===== config.mk =====
export PLATFORM = sky130hd
export DESIGN_NAME = msx_glue_top
export DESIGN_NICKNAME = d
export VERILOG_FILES = /design/src/msx_glue_pkg.sv /design/src/core_control.sv /design/src/sd_route.sv /design/src/cas_control.sv /design/src/mem_route.sv /design/src/video_opts.sv /design/src/msx_glue_top.sv
export SDC_FILE = /design/constraint.sdc
export NUM_CORES = 1
export LEC_CHECK = 0
export ABC_AREA = 1
export BUFFER_PORTS_ARGS = -buffer_cell sky130_fd_sc_hd__buf_2
export CORE_AREA = 2 2 159 161
export DETAILED_ROUTE_END_ITERATION = 12
export DIE_AREA = 0 0 161 163
export PLACE_DENSITY = 0.38
export SLEW_MARGIN = 20
export SYNTH_ARGS = -nofsm -noshare
export SYNTH_HDL_FRONTEND = slang
export SYNTH_SLANG_ARGS = --single-unit
export TNS_END_PERCENT = 50

===== constraint.sdc =====
create_clock -name clock_bus -period 1.35 [get_ports clock_bus]
set_input_delay 0.2025 -clock clock_bus [delete_from_list [all_inputs] [get_ports clock_bus]]
set_output_delay 0.2025 -clock clock_bus [all_outputs]
set_load 0.03 [all_outputs]

===== src/msx_glue_pkg.sv =====
package msx_glue_pkg;

   // ========================================
   // Menu status word layout
   // ========================================
   localparam int STATUS_W       = 64;

   localparam int ST_RESET       = 0;
   localparam int ST_ASPECT_LO   = 1;
   localparam int ST_SCALE_LO    = 3;
   localparam int ST_VSCALE_LO   = 6;
   localparam int ST_CAS_REWIND  = 9;
   localparam int ST_DETACH      = 10;
   localparam int ST_RESET_MOUNT = 12;
   localparam int ST_RESET_OSD   = 21;
   localparam int ST_CAS_SRC     = 40;

   // Loader index of a CAS file, low 6 bits only
   localparam logic [5:0] CAS_IOCTL_INDEX = 6'd5;

   // Display size that turns the crop on
   localparam logic [11:0] HD_WIDTH   = 12'd1920;
   localparam logic [11:0] HD_HEIGHT  = 12'd1080;
   localparam logic [11:0] CROP_LINES = 12'd216;

   // ========================================
   // Shared structures
   // ========================================
   typedef struct packed {
      logic [1:0] aspect;
      logic [2:0] scale;
      logic [2:0] vscale;
      logic       cas_rewind;
      logic       detach;
      logic       reset_mount;
      logic       cas_src_adc;
      logic       reset_osd;
   } menu_opts_t;

   // One request on an SDRAM channel
   typedef struct packed {
      logic [26:0] addr;
      logic [7:0]  din;
      logic        req;
      logic        rnw;
   } sdram_req_t;

   typedef struct packed {
      logic [27:0] addr;
      logic        rd;
   } ddr_rd_t;

   // Settings for the scaler and the mixer
   typedef struct packed {
      logic [1:0]  vga_sl;
      logic        scandoubler;
      logic        hq2x;
      logic [11:0] arx;
      logic [11:0] ary;
      logic [11:0] crop_size;
      logic [2:0]  vscale;
      logic [2:0]  reserved;
   } video_cfg_t;

endpackage


===== src/core_control.sv =====
`timescale 1ns/1ps

module core_control
   import msx_glue_pkg::*;
(
   input  logic                clock_bus,
   input  logic                rst_n,
   input  logic [STATUS_W-1:0] status,
   input  logic                board_reset,
   input  logic                upload_reset,
   input  logic                fdc_enable,
   input  logic                img_mounted_fdc,
   output menu_opts_t          opts,
   output logic                hard_reset,
   output logic                core_reset
);

   logic hard_reset_d;
   logic mount_reset;
   logic core_reset_d;

   // ========================================
   // Status word unpacking
   // ========================================
   always_comb begin
      opts.aspect      = status[ST_ASPECT_LO +: 2];
      opts.scale       = status[ST_SCALE_LO +: 3];
      opts.vscale      = status[ST_VSCALE_LO +: 3];
      opts.cas_rewind  = status[ST_CAS_REWIND];
      opts.detach      = status[ST_DETACH];
      opts.reset_mount = status[ST_RESET_MOUNT];
      opts.cas_src_adc = status[ST_CAS_SRC];
      opts.reset_osd   = status[ST_RESET_OSD];
   end

   // ========================================
   // Reset generation
   // ========================================
   // Hard reset also restarts the loader path
   assign hard_reset_d = board_reset | status[ST_RESET] | upload_reset;

   // Restart after a floppy mount, only with the FDC present
   assign mount_reset = opts.reset_mount & img_mounted_fdc & fdc_enable;

   assign core_reset_d = hard_reset_d | opts.detach | opts.reset_osd | mount_reset;

   // Both resets held active while rst_n is low
   always_ff @(posedge clock_bus or negedge rst_n) begin
      if (!rst_n) begin
         hard_reset <= 1'b1;
         core_reset <= 1'b1;
      end else begin
         hard_reset <= hard_reset_d;
         core_reset <= core_reset_d;
      end
   end

endmodule


===== src/sd_route.sv =====
`timescale 1ns/1ps

module sd_route #(
   parameter int ACT_TIMEOUT = 1000000
) (
   input  logic       clock_bus,
   input  logic       rst_n,
   input  logic       img_mounted_sd,
   input  logic       img_nonzero,
   input  logic       spi_sclk,
   input  logic       spi_mosi,
   input  logic       card_miso,
   input  logic       virt_miso,
   output logic       spi_miso,
   output logic       sd_cs,
   output logic       sd_sck,
   output logic       sd_mosi,
   output logic       led_user,
   output logic [1:0] led_disk
);

   localparam int CNT_W = $clog2(ACT_TIMEOUT + 1);
   localparam logic [CNT_W-1:0] CNT_MAX = CNT_W'(ACT_TIMEOUT);

   logic             vsd_sel;
   logic             old_mosi;
   logic             old_miso;
   logic             toggle;
   logic [CNT_W-1:0] act_cnt;
   logic             sd_act;

   // ========================================
   // Card selection
   // ========================================
   // Virtual card takes over when a nonempty image is mounted
   always_ff @(posedge clock_bus or negedge rst_n) begin
      if (!rst_n) begin
         vsd_sel <= 1'b0;
      end else if (img_mounted_sd) begin
         vsd_sel <= img_nonzero;
      end
   end

   assign spi_miso = vsd_sel ? virt_miso : card_miso;

   // Physical card is parked while the image is in use
   assign sd_cs   = vsd_sel;
   assign sd_sck  = spi_sclk & ~vsd_sel;
   assign sd_mosi = spi_mosi & ~vsd_sel;

   // ========================================
   // Activity timer
   // ========================================
   assign toggle = (old_mosi ^ spi_mosi) | (old_miso ^ spi_miso);

   // Retriggerable, saturates at the timeout
   always_ff @(posedge clock_bus or negedge rst_n) begin
      if (!rst_n) begin
         old_mosi <= 1'b0;
         old_miso <= 1'b0;
         act_cnt  <= CNT_MAX;
         sd_act   <= 1'b0;
      end else begin
         old_mosi <= spi_mosi;
         old_miso <= spi_miso;
         sd_act   <= act_cnt < CNT_MAX;
         if (toggle) begin
            act_cnt <= '0;
         end else if (act_cnt < CNT_MAX) begin
            act_cnt <= act_cnt + 1'b1;
         end
      end
   end

   // Upper disk LED bit gives the LED to this logic alone
   assign led_user = vsd_sel & sd_act;
   assign led_disk = {1'b1, ~vsd_sel & sd_act};

endmodule


===== src/cas_control.sv =====
`timescale 1ns/1ps

module cas_control
   import msx_glue_pkg::*;
(
   input  logic        clock_bus,
   input  logic        rst_n,
   input  menu_opts_t  opts,
   input  logic        core_reset,
   input  logic        ioctl_download,
   input  logic [15:0] ioctl_index,
   input  logic        motor,
   input  logic        cas_dout,
   input  logic        adc_bit,
   input  logic        adc_active,
   output logic        cas_enable,
   output logic        cas_play,
   output logic        cas_rewind,
   output logic        tape_in
);

   logic cas_dl;
   logic cas_dl_q;

   // Only the low index bits name the file type
   assign cas_dl = ioctl_download & (ioctl_index[5:0] == CAS_IOCTL_INDEX);

   // ========================================
   // Tape loaded flag
   // ========================================
   // Set at the end of a CAS download and kept until power-on reset
   always_ff @(posedge clock_bus or negedge rst_n) begin
      if (!rst_n) begin
         cas_dl_q   <= 1'b0;
         cas_enable <= 1'b0;
      end else begin
         cas_dl_q <= cas_dl;
         if (cas_dl_q && !cas_dl) begin
            cas_enable <= 1'b1;
         end
      end
   end

   // Motor relay is active low
   assign cas_play = ~motor & cas_enable;

   // New file or core restart starts the tape over
   assign cas_rewind = opts.cas_rewind | cas_dl | core_reset;

   // Tape input from the file player or the ADC
   assign tape_in = opts.cas_src_adc ? (adc_active & adc_bit) : cas_dout;

endmodule


===== src/mem_route.sv =====
`timescale 1ns/1ps

module mem_route
   import msx_glue_pkg::*;
(
   input  logic       dl_request,
   input  ddr_rd_t    dl_rd,
   input  ddr_rd_t    cas_rd,
   output ddr_rd_t    ddr_rd,
   input  logic       upload,
   input  sdram_req_t upload_req,
   input  sdram_req_t cpu_req,
   output sdram_req_t ch1_req,
   input  logic       cpu_sdram_ce,
   input  logic [7:0] sdram_dout,
   output logic [7:0] cpu_dout
);

   // ========================================
   // DDR3 read port
   // ========================================
   // Downloader has the port while it asks, the tape player otherwise
   assign ddr_rd = dl_request ? dl_rd : cas_rd;

   // ========================================
   // SDRAM channel 1
   // ========================================
   always_comb begin
      if (upload) begin
         ch1_req     = upload_req;
         // Upload only ever writes
         ch1_req.rnw = 1'b0;
      end else begin
         ch1_req = cpu_req;
      end
   end

   // Unselected SDRAM reads back as an open bus
   assign cpu_dout = cpu_sdram_ce ? sdram_dout : 8'hFF;

endmodule


===== src/video_opts.sv =====
`timescale 1ns/1ps

module video_opts
   import msx_glue_pkg::*;
(
   input  logic        clock_bus,
   input  logic        rst_n,
   input  menu_opts_t  opts,
   input  logic        forced_sd,
   input  logic [11:0] hdmi_width,
   input  logic [11:0] hdmi_height,
   output video_cfg_t  cfg
);

   logic [2:0] sl;
   logic       scandoubler;
   logic       en216p;

   // Scanline level sits one step above the hq2x choice
   assign sl          = (opts.scale != 3'd0) ? opts.scale - 3'd1 : 3'd0;
   assign scandoubler = forced_sd | (opts.scale != 3'd0);

   // ========================================
   // Crop for a 1080p display
   // ========================================
   always_ff @(posedge clock_bus or negedge rst_n) begin
      if (!rst_n) begin
         en216p <= 1'b0;
      end else begin
         en216p <= (hdmi_width == HD_WIDTH) && (hdmi_height == HD_HEIGHT) && !scandoubler;
      end
   end

   always_comb begin
      cfg.vga_sl      = sl[1:0];
      cfg.scandoubler = scandoubler;
      cfg.hq2x        = opts.scale == 3'd1;
      // Aspect 0 is the original 4:3, others pick a stretch mode
      cfg.arx         = (opts.aspect == 2'd0) ? 12'd4 : {10'b0, opts.aspect - 2'd1};
      cfg.ary         = (opts.aspect == 2'd0) ? 12'd3 : 12'd0;
      cfg.crop_size   = en216p ? CROP_LINES : 12'd0;
      cfg.vscale      = opts.vscale;
      cfg.reserved    = 3'b000;
   end

endmodule


===== src/msx_glue_top.sv =====
`timescale 1ns/1ps

module msx_glue_top
   import msx_glue_pkg::*;
#(
   parameter int ACT_TIMEOUT = 1000000
) (
   input  logic                clock_bus,
   input  logic                rst_n,
   // Reset and menu
   input  logic [STATUS_W-1:0] status,
   input  logic                board_reset,
   input  logic                upload_reset,
   input  logic                fdc_enable,
   input  logic                img_mounted_fdc,
   output menu_opts_t          opts,
   output logic                hard_reset,
   output logic                core_reset,
   // SD card
   input  logic                img_mounted_sd,
   input  logic                img_nonzero,
   input  logic                spi_sclk,
   input  logic                spi_mosi,
   input  logic                card_miso,
   input  logic                virt_miso,
   output logic                spi_miso,
   output logic                sd_cs,
   output logic                sd_sck,
   output logic                sd_mosi,
   output logic                led_user,
   output logic [1:0]          led_disk,
   // Cassette
   input  logic                ioctl_download,
   input  logic [15:0]         ioctl_index,
   input  logic                motor,
   input  logic                cas_dout,
   input  logic                adc_bit,
   input  logic                adc_active,
   output logic                cas_enable,
   output logic                cas_play,
   output logic                cas_rewind,
   output logic                tape_in,
   // Memory
   input  logic                dl_request,
   input  ddr_rd_t             dl_rd,
   input  ddr_rd_t             cas_rd,
   output ddr_rd_t             ddr_rd,
   input  logic                upload,
   input  sdram_req_t          upload_req,
   input  sdram_req_t          cpu_req,
   output sdram_req_t          ch1_req,
   input  logic                cpu_sdram_ce,
   input  logic [7:0]          sdram_dout,
   output logic [7:0]          cpu_dout,
   // Video
   input  logic                forced_sd,
   input  logic [11:0]         hdmi_width,
   input  logic [11:0]         hdmi_height,
   output video_cfg_t          cfg
);

   core_control i_core_control (
      .clock_bus       (clock_bus),
      .rst_n           (rst_n),
      .status          (status),
      .board_reset     (board_reset),
      .upload_reset    (upload_reset),
      .fdc_enable      (fdc_enable),
      .img_mounted_fdc (img_mounted_fdc),
      .opts            (opts),
      .hard_reset      (hard_reset),
      .core_reset      (core_reset)
   );

   sd_route #(
      .ACT_TIMEOUT (ACT_TIMEOUT)
   ) i_sd_route (
      .clock_bus      (clock_bus),
      .rst_n          (rst_n),
      .img_mounted_sd (img_mounted_sd),
      .img_nonzero    (img_nonzero),
      .spi_sclk       (spi_sclk),
      .spi_mosi       (spi_mosi),
      .card_miso      (card_miso),
      .virt_miso      (virt_miso),
      .spi_miso       (spi_miso),
      .sd_cs          (sd_cs),
      .sd_sck         (sd_sck),
      .sd_mosi        (sd_mosi),
      .led_user       (led_user),
      .led_disk       (led_disk)
   );

   cas_control i_cas_control (
      .clock_bus      (clock_bus),
      .rst_n          (rst_n),
      .opts           (opts),
      .core_reset     (core_reset),
      .ioctl_download (ioctl_download),
      .ioctl_index    (ioctl_index),
      .motor          (motor),
      .cas_dout       (cas_dout),
      .adc_bit        (adc_bit),
      .adc_active     (adc_active),
      .cas_enable     (cas_enable),
      .cas_play       (cas_play),
      .cas_rewind     (cas_rewind),
      .tape_in        (tape_in)
   );

   mem_route i_mem_route (
      .dl_request   (dl_request),
      .dl_rd        (dl_rd),
      .cas_rd       (cas_rd),
      .ddr_rd       (ddr_rd),
      .upload       (upload),
      .upload_req   (upload_req),
      .cpu_req      (cpu_req),
      .ch1_req      (ch1_req),
      .cpu_sdram_ce (cpu_sdram_ce),
      .sdram_dout   (sdram_dout),
      .cpu_dout     (cpu_dout)
   );

   video_opts i_video_opts (
      .clock_bus   (clock_bus),
      .rst_n       (rst_n),
      .opts        (opts),
      .forced_sd   (forced_sd),
      .hdmi_width  (hdmi_width),
      .hdmi_height (hdmi_height),
      .cfg         (cfg)
   );

endmodule


==> reports/results.txt, run 1 <==
The run finished, with violations left. The checks that failed: negative setup slack. The highest net fanout along the worst path is 8. In this run the most critical hold path is launched from spi_mosi.

The final clock period utilization by the worst path came out at 1.10. Internal power comes to 2.28 mW. After synthesis the cells add up to 0.00318 sq mm. The number of buffer cells added on primary ports works out to 309. The portion of total power attributed to sequential cells is 0.246.

Static timing analysis puts the maximum clock frequency at 674 MHz. In this run the critical register-to-register path is captured at i_sd_route.act_cnt[6]. The logs give 3.00 nW for the static leakage power and 5 for the total iterations of the first detailed-routing run.

The worst hold path terminates at i_sd_route.old_mosi. Entering global routing, the biggest net connects 21 pins. The count of pins on the block boundary is 411, and the number of cells on the worst hold path is 1. Across the VDD grid, the largest voltage drop is 374 uV. The tools report the sort of element at the end of the critical path as a flop. The worst setup path is of the reg2reg kind. The post-synthesis cell type count came out at 27.

The power density of the placed cells is 660 mW/mm^2, and the overall overflow remaining after global route is 0. Among all stages on the critical path, the largest delay is contributed by dfrtp_2. Proportion of netlist area held by the largest area contributor: 0.230. The clock tree synthesis step divided the H-tree into 2 levels. The half-perimeter wire length after detailed placement was 13.0 mm. The type of element launching the critical path was a flop. The run gives 21.2 mm as the first-pass GRT wire length. The final number of max-transition violations came out at 0. Across the routed clock network, the largest skew measured is 0.00758 ns. On the critical path the largest part of the delay comes from simple AND/OR/NAND/NOR gates.

The most frequent cell on the critical path was nand2_2. Adding up every negative setup slack in the final design gives -1.57 ns. The clock-pin transition on the worst setup and hold timing paths is 0.05 ns, and the routability-driven placement congestion ratio is 0.806. The tools report the total number of placement rows as 58. The largest stage delay on the critical path is 0.42 ns, and the clock network latency to the later pin of the worst-skew pair is 0.28 ns.

Before CTS, the worst setup slack after placement is -0.177 ns. For this block, the via count after detailed routing is 3855. Relative to the synthesized area, the layout overhead comes to 74.6%.

In the routed design, unresolved DRC markers number 0. The switching power as a share of total power is 0.378. Minimum period implied by the final worst setup slack: 1.48 ns. The initial antenna violation count is 11, and the final-stage net count is 1033. Setup repair after global routing could not meet its margin everywhere.

For the total count of hold-check failures in the final report, the log shows 0. The floorplan step defined a die boundary enclosing 0.0262 sq mm. The die is 163 um tall. In this run the remaining antenna-violating nets after routing total 0. The number of flip-flops and latches in the synthesized netlist works out to 29. The count of mapped cells out of synthesis is 434, and the number of design-rule violations left by the first detailed-router iteration is 101. Depth of the most critical reg-to-reg path: 8. At the worst endpoint, the arrival time is 1.69 ns.

Buffers inserted during clock tree synthesis total 5. The post-synthesis cell type with the largest combined area is mux2_2. TritonCTS built the clock tree. Yosys printed 0 warnings.

Via count of the first global-routing pass: 3679. The flip-flop and latch area was 738 sq um. The worst register-to-register path has a setup slack of -0.13 ns.

Counting the fill cells in the layout gives 2850. CTS saw 29 sinks. Deepest clock path buffer count: 2. The logs give 0.0247 sq mm for the core outline area and 0 for the number of maximum-capacitance constraint violations. The horizontal extent of the die came out at 161 um. Overall track demand over capacity in global routing: 0.105.

The run gives 0.129 as the initial core utilization. Dividing the detail-routed wire length by the instance count gives 13.2 um. For the reported net switching power, the log shows 1.39 mW. The average instance in the mapped netlist occupies 7.33 sq um. In the final layout, the multi-input gates occupy 0.00199 sq mm. The count of buffering cells on the critical path with inverters included was 2. The run gives 14.6 mm as the total wirelength of the detailed-routed design. The tools report the part of the total power dissipated in combinational logic as 0.433. The worst register-to-register path begins at i_sd_route.sd_cs. The number of setup violations in the final report was 20.

The ratio of cells with drive above 1 in the final layout was 0.625. The signal on the critical path passes through inv_1 -> nand2_2 -> nand3_1 -> nand2_2 -> nor2_8 -> nand3_4 -> buf_4 -> o21ai_1. The part of the power in the clock network is 0.321, and the worst endpoint required time is 1.55 ns. The tools report the sequential area share after synthesis as 0.232. In the routed layout, each cell is associated on average with a via count of 3.49.

Worst min-delay path class: in2reg. The minimum setup slack in the final design came out at -0.134 ns. Sorting the synthesized cells by area gives the leading types as mux2_2 23%, dfrtp_1 16%, buf_4 13%.

The clock root buffer master is clkbuf_16.
timing repair:
action,in CTS,in global routing
endpoints found under the setup margin,23,25
hold buffers,1,0
pin swaps,8,10
endpoints found under the hold margin,7,0
setup buffers,3,5
gates resized for setup,20,22
routing by layer:
metal  up-vias  part of all wire  track usage
li1       1981                 -            -
met1      1682              0.43        0.138
met2       184              0.48        0.174
met3         8             0.077       0.0247
met4         0             0.011       0.0248
met5         -                 0            0
how the worst max path moves through the flow:
stage	start	end	slack [ns]	cells past startpoint
after CTS	i_sd_route.act_cnt[16]	i_sd_route.act_cnt[11]	-0.14	7
after global routing	i_sd_route.act_cnt[19]	i_sd_route.act_cnt[13]	-0.21	8
final	i_sd_route.sd_cs	i_sd_route.act_cnt[6]	-0.13	8
after floorplan	i_sd_route.sd_cs	i_sd_route.act_cnt[10]	0.002	8
after global placement	i_sd_route.act_cnt[16]	i_sd_route.act_cnt[0]	-0.17	7
after detailed placement	i_sd_route.act_cnt[16]	i_sd_route.act_cnt[0]	-0.18	7
cell usage after synthesis, drive strengths merged:
cell and count:
xor2 8, nor4 2, dfrtp 20, nand4 6
mux2 65, nand3 39, o21ai 10, nand2 95
nor3 6, conb 2, ha 1, o21bai 4
buf 64, clkbuf 1, inv 54, nor2 45
dfstp 9, a21oi 3
power by group through the flow:
stage	logic [mW]	clock network [mW]	registers, mW
floorplan	1.05	0	0.925
global placement	1.57	0	0.917
detailed placement	1.56	0	0.917
CTS	1.58	1.21	0.903
global route	1.70	1.26	0.904
finish	1.59	1.18	0.902
cells in the final DEF (no fill, tap or decap), types with 2 or more instances in the layout:
| master | instances |
|---|---|
| dfrtp_1 | 19 |
| buf_6 | 5 |
| diode_2 | 6 |
| o21bai_1 | 4 |
| nand3_1 | 29 |
| buf_2 | 305 |
| nand2_1 | 84 |
| clkbuf_16 | 5 |
| o21ai_1 | 4 |
| buf_12 | 5 |
| clkbuf_8 | 2 |
| buf_4 | 46 |
| inv_1 | 50 |
| o21ai_0 | 6 |
| a21oi_1 | 2 |
| xor2_1 | 8 |
| dfstp_2 | 9 |
| nand4_1 | 6 |
| nor4_1 | 2 |
| nor2_2 | 7 |
| conb_1 | 31 |
| nand2_2 | 9 |
| nor2_1 | 36 |
| mux2_2 | 65 |
| nor3_1 | 5 |
| inv_2 | 3 |
| nand3_2 | 9 |
per-stage QoR:
step                 util  cell area [sq um]  total power, mW  hold WS [ns]  cells
floorplan               -               3300             1.97       -0.0931    463
global placement    0.210               5180             2.48         0.135   1081
detailed placement  0.210               5180             2.48         0.134   1081
CTS                 0.220               5430             3.70        0.0629   1093
global route        0.225               5550             3.86        0.0650   1102
finish              0.225               5560             3.66        0.0690   1104
logic make-up after synthesis:
kind of cell | Yosys count | synth area share
adders and majority gates | 1 | 0.00393
muxes | 65 | 0.230
other | 2 | 0.00236
buffers and inverters | 119 | 0.213
xor gates and xnor gates | 8 | 0.0220
and+or+nand+nor | 193 | 0.266
AOI/OAI and AO/OA | 17 | 0.0311
DFF | 29 | 0.232
worst reg2reg max path: cells and delay by family, from the launching register on:
| kind | cells | cell delay, ns |
|---|---|---|
| DFF | 1 | 0.42 |
| and+or+nand+nor | 5 | 0.63 |
| buffers and inverters | 2 | 0.27 |
| AOI/OAI and AO/OA | 1 | 0.11 |
registers in the layout (all words and copies together) (netlist names):
name,cells
i_core_control.core_reset,1
i_sd_route.act_cnt,20
i_core_control.hard_reset,1
i_cas_control.cas_dl_q,1
i_cas_control.cas_enable,1
i_video_opts.en216p,1
i_sd_route.sd_cs,1
i_sd_route.old_mosi,1
i_sd_route.old_miso,1
i_sd_route.sd_act,1
area by class of cell:
type / count / share of cell area
Tap cell: 330 / 0.0743
Antenna cell: 6 / 0.00270
Inverter: 54 / 0.0369
Multi-Input combinational cell: 315 / 0.358
Sequential cell: 29 / 0.133
Timing Repair Buffer: 362 / 0.367
Clock buffer: 7 / 0.0275
Clock inverter: 1 / 0.000901
Note: power is estimated with default switching activity, not from simulation.
==> inputs of run 2 (changes only) <==
- SETUP_SLACK_MARGIN: not set -> 0.3
==> run 2 against run 1 <==
  * The run still ends with negative setup slack left
  * Clock power up 14%
  * Register-to-register slack lost 0.02 ns
  * Sequential power is essentially flat
  * Count of clock-buffer cells in the layout decreased by 1
  * First-iteration DRC count up 15%
  * Global-route usage rose by 1.1 points
  * Clock skew down 0.0027 ns
  * Combinational power is 30% higher
  * Via count grew 2.3%
  * Sequential share of layout area is 2.1 points lower
  * Critical path type unchanged
  * Critical endpoint is now i_sd_route.act_cnt[13]
==> reports/results.txt, run 2 (synthesized netlist as in run 1, its figures left out) <==
The non-filler instance count after layout came out at 1110 (+0.54%). For the total wirelength of the detailed-routed design, the log shows 15.8 mm (+8.3%). Compared with the post-synthesis result, the final layout area differs by 108%. Deepest clock path buffer count: 2 (unchanged). The count of placed standard cells including taps is 1087 (+0.56%). The layer flagged by global routing as most heavily used is met2. The tools report the terminus of the critical flop-to-flop path as i_sd_route.act_cnt[13]. The tools report the half-perimeter wire length after detailed placement as 13.3 mm (+1.9%).

The tools report the total number of vias as 3942 (+2.3%). The clock-pin transition on the worst setup and hold timing paths was 0.05 ns (about the same). The number of design-rule violations left by the first detailed-router iteration came out at 116 (+15%). The library cells used most frequently in the layout, excluding fill and tap cells, are 224 x buf_2, 86 x buf_6, 79 x nand2_1, 65 x mux2_4, 46 x inv_1. The core outline area came out at 0.0247 sq mm (unchanged). The startpoint identified for the worst register-to-register timing path is i_sd_route.act_cnt[19].

The overall track demand over capacity in global routing is 0.116 (+0.0110). The run gives 0 (unchanged) as the total count of hold-check failures in the final report. The top register by number of flip-flops is i_sd_route.act_cnt. The worst-case clock skew is 0.00491 ns (-0.00268 ns), and the number of buffer cells added on primary ports is 309 (unchanged). The final-stage net count is 1043 (+0.97%).

The number of flip-flops in the largest register is 20 (unchanged). Minimum period implied by the final worst setup slack: 1.50 ns (+0.0177 ns). The tools report the total clock sinks as 29 (unchanged). Total DRC errors in the routed layout: 0 (unchanged). The highest ir drop seen on vdd was 319 uV (-15%). The count of buffering cells on the critical path with inverters included is 2 (unchanged).

TritonCTS built the clock tree. Number of setup violations in the final report: 19 (-5.0%). The path class of the tightest hold or removal check is in2reg. The depth of the most critical reg-to-reg path came out at 8 (unchanged).

The fmax came out at 666 MHz (-1.2%). The met3 track demand over resource was 0.0272 (+0.00255); the worst endpoint required time was 1.52 ns (-0.03 ns). The logs give 2726 (-4.4%) for the number of inserted filler cells in the final layout and 0.28 ns (about the same) for the clock network latency to the later pin of the worst-skew pair. The ratio of cells with drive above 1 in the final layout was 0.653 (+0.0280); the largest stage delay on the critical path was 0.53 ns (+0.11 ns). The detail-routed net length per standard cell came out at 14.2 um (+7.7%). The tools report the clock root buffer master as clkbuf_16. The run gives 3.58 nW (+19%) as the static leakage power. Setup repair after global routing could not meet its margin everywhere. The ratio of routed vias to standard cells is 3.55 (+1.7%), and the power density of the placed cells is 652 mW/mm^2 (-1.2%). The highest net fanout along the worst path is 8 (unchanged), and the initial core utilization is 0.129 (unchanged).

The run finished, with violations left. The worst hold path begins at spi_mosi. The number of buffers created by CTS was 5 (unchanged); the met1 layer usage reported by global route was 0.136 (-0.00178). The final clock period utilization by the worst path was 1.11 (+0.0131). The post-placement setup slack was -0.145 ns (+0.0324 ns); the power after layout was 4.31 mW (+18%). The height of the chip is 163 um (unchanged).

The endpoint arrival time on the critical path was 1.67 ns (-0.02 ns); the met2 capacity usage during global routing was 0.206 (+0.0314). The critical path's top delay family was simple AND/OR/NAND/NOR gates. Most frequent cell on the critical path: nand2_1. Minimum setup slack in the final design: -0.151 ns (-0.0177 ns). First-pass GRT wire length: 23.1 mm (+8.9%). The total number of placement rows came out at 58 (unchanged).

Traced cell by cell, the critical path runs through nand4_1 -> nor2_2 -> nand2_4 -> buf_6 -> nand3_4 -> nand2_1 -> nand2_1 -> inv_1. The total iterations of the first detailed-routing run was 6 (+1). Initial antenna violation count: 8 (-3). The horizontal extent of the die works out to 161 um (unchanged). The checks that failed: negative setup slack. Maximum level of the CTS H-tree: 2 (unchanged).

The via count of the first global-routing pass is 4076 (+11%), and the area of the die is 0.0262 sq mm (unchanged). The number of maximum-capacitance constraint violations is 0 (unchanged), and the number of nets with antenna violations after routing is 0 (unchanged). Leaving out fill and tap cells, the most frequent cell in the layout is buf_2. The slowest stage of the critical path is the dfstp_2 cell. The count of pins on the block boundary came out at 411 (unchanged). The final number of max-transition violations was 0 (unchanged). STA classifies the critical path endpoint as a flop.

The terminating pin of the worst hold path was i_sd_route.old_mosi. The logs give -0.15 ns (-0.02 ns) for the setup slack on the worst flop-to-flop path and 0 (unchanged) for the overall overflow remaining after global route. STA classifies the critical path startpoint as a flop.

By startpoint and endpoint, the worst setup path is classified as reg2reg. The logs give 0.804 (-0.26%) for the routability-driven placement congestion ratio and 18 (-14%) for the pin count of the biggest net entering global routing. The number of cells on the worst hold path came out at 1 (unchanged).
## run 2: layout make-up
class	instances	area, sq um	area share
sequential	29	741	0.112
inverter	54	203	0.0306
timing repair buffer	371	2750	0.416
antenna	2	5.00	0.000757
multi-input combinational	316	2320	0.351
clock buffer	6	139	0.0210
tap	330	413	0.0624
clock inverter	2	37.5	0.00567
## run 2: worst max path at each step
stage	start	endpoint	slack, ns	cells past startpoint
global route	i_sd_route.act_cnt[19]	i_sd_route.act_cnt[9]	-0.30	7
global placement	i_sd_route.act_cnt[19]	i_sd_route.act_cnt[13]	-0.15	8
CTS	i_sd_route.act_cnt[16]	i_sd_route.act_cnt[13]	-0.15	8
finish	i_sd_route.act_cnt[19]	i_sd_route.act_cnt[13]	-0.15	8
floorplan	i_sd_route.sd_cs	i_sd_route.act_cnt[8]	0.03	8
detailed placement	i_sd_route.act_cnt[6]	i_sd_route.act_cnt[11]	-0.14	7
## run 2: worst reg2reg max path, cell delays in order, from the launching register on
cell	delay, ns
dfstp_2	0.53
nand4_1	0.17
nor2_2	0.19
nand2_4	0.09
buf_6	0.13
nand3_4	0.13
nand2_1	0.07
nand2_1	0.06
inv_1	0.03
## run 2: per-stage QoR
stage | util | hold slack [ns] | area (sq um) | setup TNS, ns
after global routing | 0.268 | 0.0794 | 6620 | -4.60
after floorplan | - | -0.0931 | 3420 | 0
after CTS | 0.264 | 0.0644 | 6500 | -1.82
final | 0.268 | 0.0709 | 6620 | -1.66
after global placement | 0.216 | 0.134 | 5320 | -2.07
after detailed placement | 0.216 | 0.134 | 5320 | -2.01
## run 2: power breakdown
group | total (mW) | internal, mW | switching [mW]
Clock | 1.34 | 0.920 | 0.418
Combinational | 2.07 | 0.977 | 1.10
Sequential | 0.902 | 0.888 | 0.0135
Total | 4.31 | 2.78 | 1.53
## run 2: what timing repair did
item / 4_1_cts / 5_1_grt
pin swaps: 19 / 7
gates cloned: 5 / 0
hold endpoints to repair: 8 / 0
setup endpoints to repair: 101 / 104
setup buffers: 5 / 2
gates resized for setup: 259 / 28
hold buffers: 1 / 0
## run 2: metal layers
metal	routed length [um]	share of wire
met2	7570	0.48
met4	531	0.034
met5	31	0.0020
met3	1160	0.074
met1	6480	0.41
==> inputs of run 3 (changes only) <==
- MAX_ROUTING_LAYER: not set -> met4
- RECOVER_POWER: not set -> 100
==> run 3 against run 2 <==
  * The flow still finishes with violations (negative setup slack)
  * Clock power is essentially flat
  * Flip-flop and latch count unchanged
  * Largest cell class unchanged
  * Non-clock buffer count up 7
  * Via count rose by 1.0%
  * Core utilization shrank 1.1 points
  * Final cell count up 1.1%
  * Cell area is 4.0% lower
  * Clock skew down 0.00051 ns
  * Fmax fell by 0.44%
  * Total power shrank 4.4%
==> reports/results.txt, run 3 (synthesized netlist as in run 1, its figures left out) <==
Post-placement setup slack: -0.145 ns (unchanged). The checks that failed: negative setup slack. The number of buffer cells added on primary ports was 309 (unchanged); the total wirelength of the detailed-routed design was 15.8 mm (+0.13%). The highest net fanout along the worst path came out at 8 (unchanged).

TritonCTS built the clock tree. The worst setup path is captured at a flop. The number of flip-flops in the largest register was 20 (unchanged); the minimum period implied by the final worst setup slack was 1.51 ns (+0.00663 ns). The ratio of cells with drive above 1 in the final layout is 0.625 (-0.0275), and the total count of hold-check failures in the final report is 0 (unchanged). The logs give 663 MHz (-0.44%) for the fmax and 4.12 mW (-4.4%) for the power after layout. The maximum level of the CTS H-tree was 2 (unchanged). Number of cells on the critical path: 8 (unchanged). The core outline area is 0.0247 sq mm (unchanged). The ratio of routed vias to standard cells works out to 3.55 (about the same). The tools report the area of the die as 0.0262 sq mm (unchanged). Worst hold margin: 0.0846 ns (+0.0137 ns). The count of buffering cells on the critical path with inverters included is 2 (unchanged). Walking the worst path, the cells encountered are nand4_1 -> nor2_2 -> nand2_4 -> buf_6 -> nand3_4 -> nand2_2 -> nand2_1 -> inv_1. The tools report the half-perimeter wire length after detailed placement as 13.3 mm (unchanged). First-pass GRT wire length: 23.1 mm (-0.21%).

For the deepest clock path buffer count, the log shows 2 (unchanged). The logs give 22 (+3) for the number of setup violations in the final report and 0.816 (+1.6%) for the routability-driven placement congestion ratio. The total clock sinks was 29 (unchanged). The flow ran to the end, but the final reports show violations. The run gives 1.52 ns (about the same) as the worst endpoint required time. The endpoint of the most critical setup path was i_sd_route.act_cnt[13]. The total number of vias is 3982 (+1.0%).

The static leakage power was 3.37 nW (-5.8%); the via count of the first global-routing pass was 4087 (+0.27%). For the number of buffers created by CTS, the log shows 5 (unchanged). The run gives 0.119 (+0.00318) as the overall track demand over capacity in global routing. The tools report the final-stage net count as 1050 (+0.67%). Most common cell after layout, fill and taps aside: buf_2.

On the critical path, the stage with the largest delay is an instance of dfstp_2. The run gives 0 (unchanged) as the total DRC errors in the routed layout. The total iterations of the first detailed-routing run is 4 (-2), and the overall overflow remaining after global route is 0 (unchanged). i_sd_route.act_cnt holds more flip-flops than any other register. The final clock period utilization by the worst path works out to 1.12 (+0.00491).

The logs give 0.00440 ns (-0.000508 ns) for the worst-case clock skew and 0.129 (unchanged) for the initial core utilization. The number of maximum-capacitance constraint violations came out at 0 (unchanged). In this design, the largest share of critical-path delay is due to simple AND/OR/NAND/NOR gates.

The tools report the number of design-rule violations left by the first detailed-router iteration as 106 (-8.6%). Clock-pin transition on the worst setup and hold timing paths: 0.06 ns (about the same). The horizontal extent of the die works out to 161 um (unchanged).

The setup slack on the worst flop-to-flop path was -0.16 ns (about the same); the headroom to the max-slew limit was 0.499. The height of the chip was 163 um (unchanged). The final number of max-transition violations was 0 (unchanged). For the number of nets with antenna violations after routing, the log shows 0 (unchanged).

Clock tree synthesis selected as its root buffer the cell clkbuf_16. Setup repair after global routing could not meet its margin everywhere. The tools report the terminus of the critical flop-to-flop path as i_sd_route.act_cnt[13]. The critical path starts at i_sd_route.act_cnt[19]. Count of pins on the block boundary: 411 (unchanged). In the layout the commonest cells are 208 x buf_2, 70 x nand2_1, 51 x mux2_4, 46 x inv_1, 45 x buf_4. STA classifies the critical path startpoint as a flop.

Depth of the most critical reg-to-reg path: 8 (unchanged). Initial antenna violation count: 8 (unchanged). Reg-to-reg startpoint: i_sd_route.act_cnt[19]. Largest stage delay on the critical path: 0.53 ns (about the same).

The detail-routed net length per standard cell works out to 14.1 um (-0.94%). The startpoint identified for the worst hold timing path is spi_mosi. The area growth from synthesis to final layout works out to 99.6%.

The power density of the placed cells is 649 mW/mm^2 (-0.37%). The transition time at the pin with the least slew margin is 0.752 ns. The logs give 58 (unchanged) for the total number of placement rows and -0.158 ns (-0.00663 ns) for the minimum setup slack in the final design.

For the pin count of the biggest net entering global routing, the log shows 18 (unchanged). The path class of the tightest hold or removal check is in2reg. The tools report the highest ir drop seen on vdd as 317 uV (-0.59%). Endpoint arrival time on the critical path: 1.68 ns (about the same).

The critical path start-end classification is reg2reg. The clock network latency to the later pin of the worst-skew pair was 0.28 ns (about the same).
==> run 3: cell types whose count changed in the layout (fill, tap and decap cells not counted), moves of 6 or more <==
cell / change
nand2_1: -9
clkbuf_1: +32
buf_6: -53
clkbuf_2: +42
mux2_4: -14
buf_2: -16
mux2_1: +14
nand3_1: -6
nand2_2: +6
nor2_2: +6
==> run 3: metal layers <==
layer  vias to the layer above  wire length, um  global-route usage
met1                      1756             6410               0.136
li1                       2021                -                   -
met2                       188             7730               0.207
met3                        17             1130              0.0255
met5                         -                0                   -
met4                         0              526              0.0426
==> run 3: worst min-delay path by stage <==
stage | end | slack [ns] | cells after the start
finish | i_sd_route.old_mosi | 0.08 | 1
global route | i_sd_route.old_mosi | 0.11 | 1
CTS | i_sd_route.old_mosi | 0.06 | 1
detailed placement | i_sd_route.act_cnt[15] | 0.13 | 1
global placement | i_sd_route.act_cnt[15] | 0.13 | 1
floorplan | i_cas_control.cas_dl_q | -0.09 | 0
==> run 3: power by group <==
group / switching, mW / internal [mW] / leakage [nW] / total [mW]
Clock: 0.416 / 0.920 / 0.0831 / 1.34
Sequential: 0.0135 / 0.888 / 0.352 / 0.901
Combinational: 1.08 / 0.809 / 2.93 / 1.89
Total: 1.51 / 2.62 / 3.37 / 4.12
==> run 3: cell type report <==
class | count | area, sq um
clock buffer | 6 | 139
inverter | 54 | 205
fill | 2811 | 18300
sequential | 29 | 739
multi-input combinational | 316 | 2390
timing repair buffer | 378 | 2410
clock inverter | 2 | 37.5
tap | 330 | 413
antenna | 7 | 17.5
==> run 3: worst register-to-register path, delay by kind of cell (launching register included) <==
family,cells,cell delay (ns)
buffers and inverters,2,0.16
AND/OR/NAND/NOR,6,0.72
flip-flops,1,0.53
==> run 3: what timing repair did <==
action | CTS | global route
gates resized for setup | 259 | 70
setup endpoints to repair | 101 | 104
endpoints found under the hold margin | 8 | 0
cloned | 5 | 0
setup buffers | 5 | 9
pin swaps | 19 | 22
hold buffers | 1 | 0
==> run 3: metrics by stage <==
stage | std cells | util | cell area [sq um] | TNS, ns
6_report | 1122 | 0.257 | 6350 | -2.36
5_1_grt | 1121 | 0.257 | 6350 | -5.77
4_1_cts | 1106 | 0.264 | 6500 | -1.82
3_5_place_dp | 1087 | 0.216 | 5320 | -2.01
3_3_place_gp | 1087 | 0.216 | 5320 | -2.07
2_1_floorplan | 463 | - | 3420 | 0
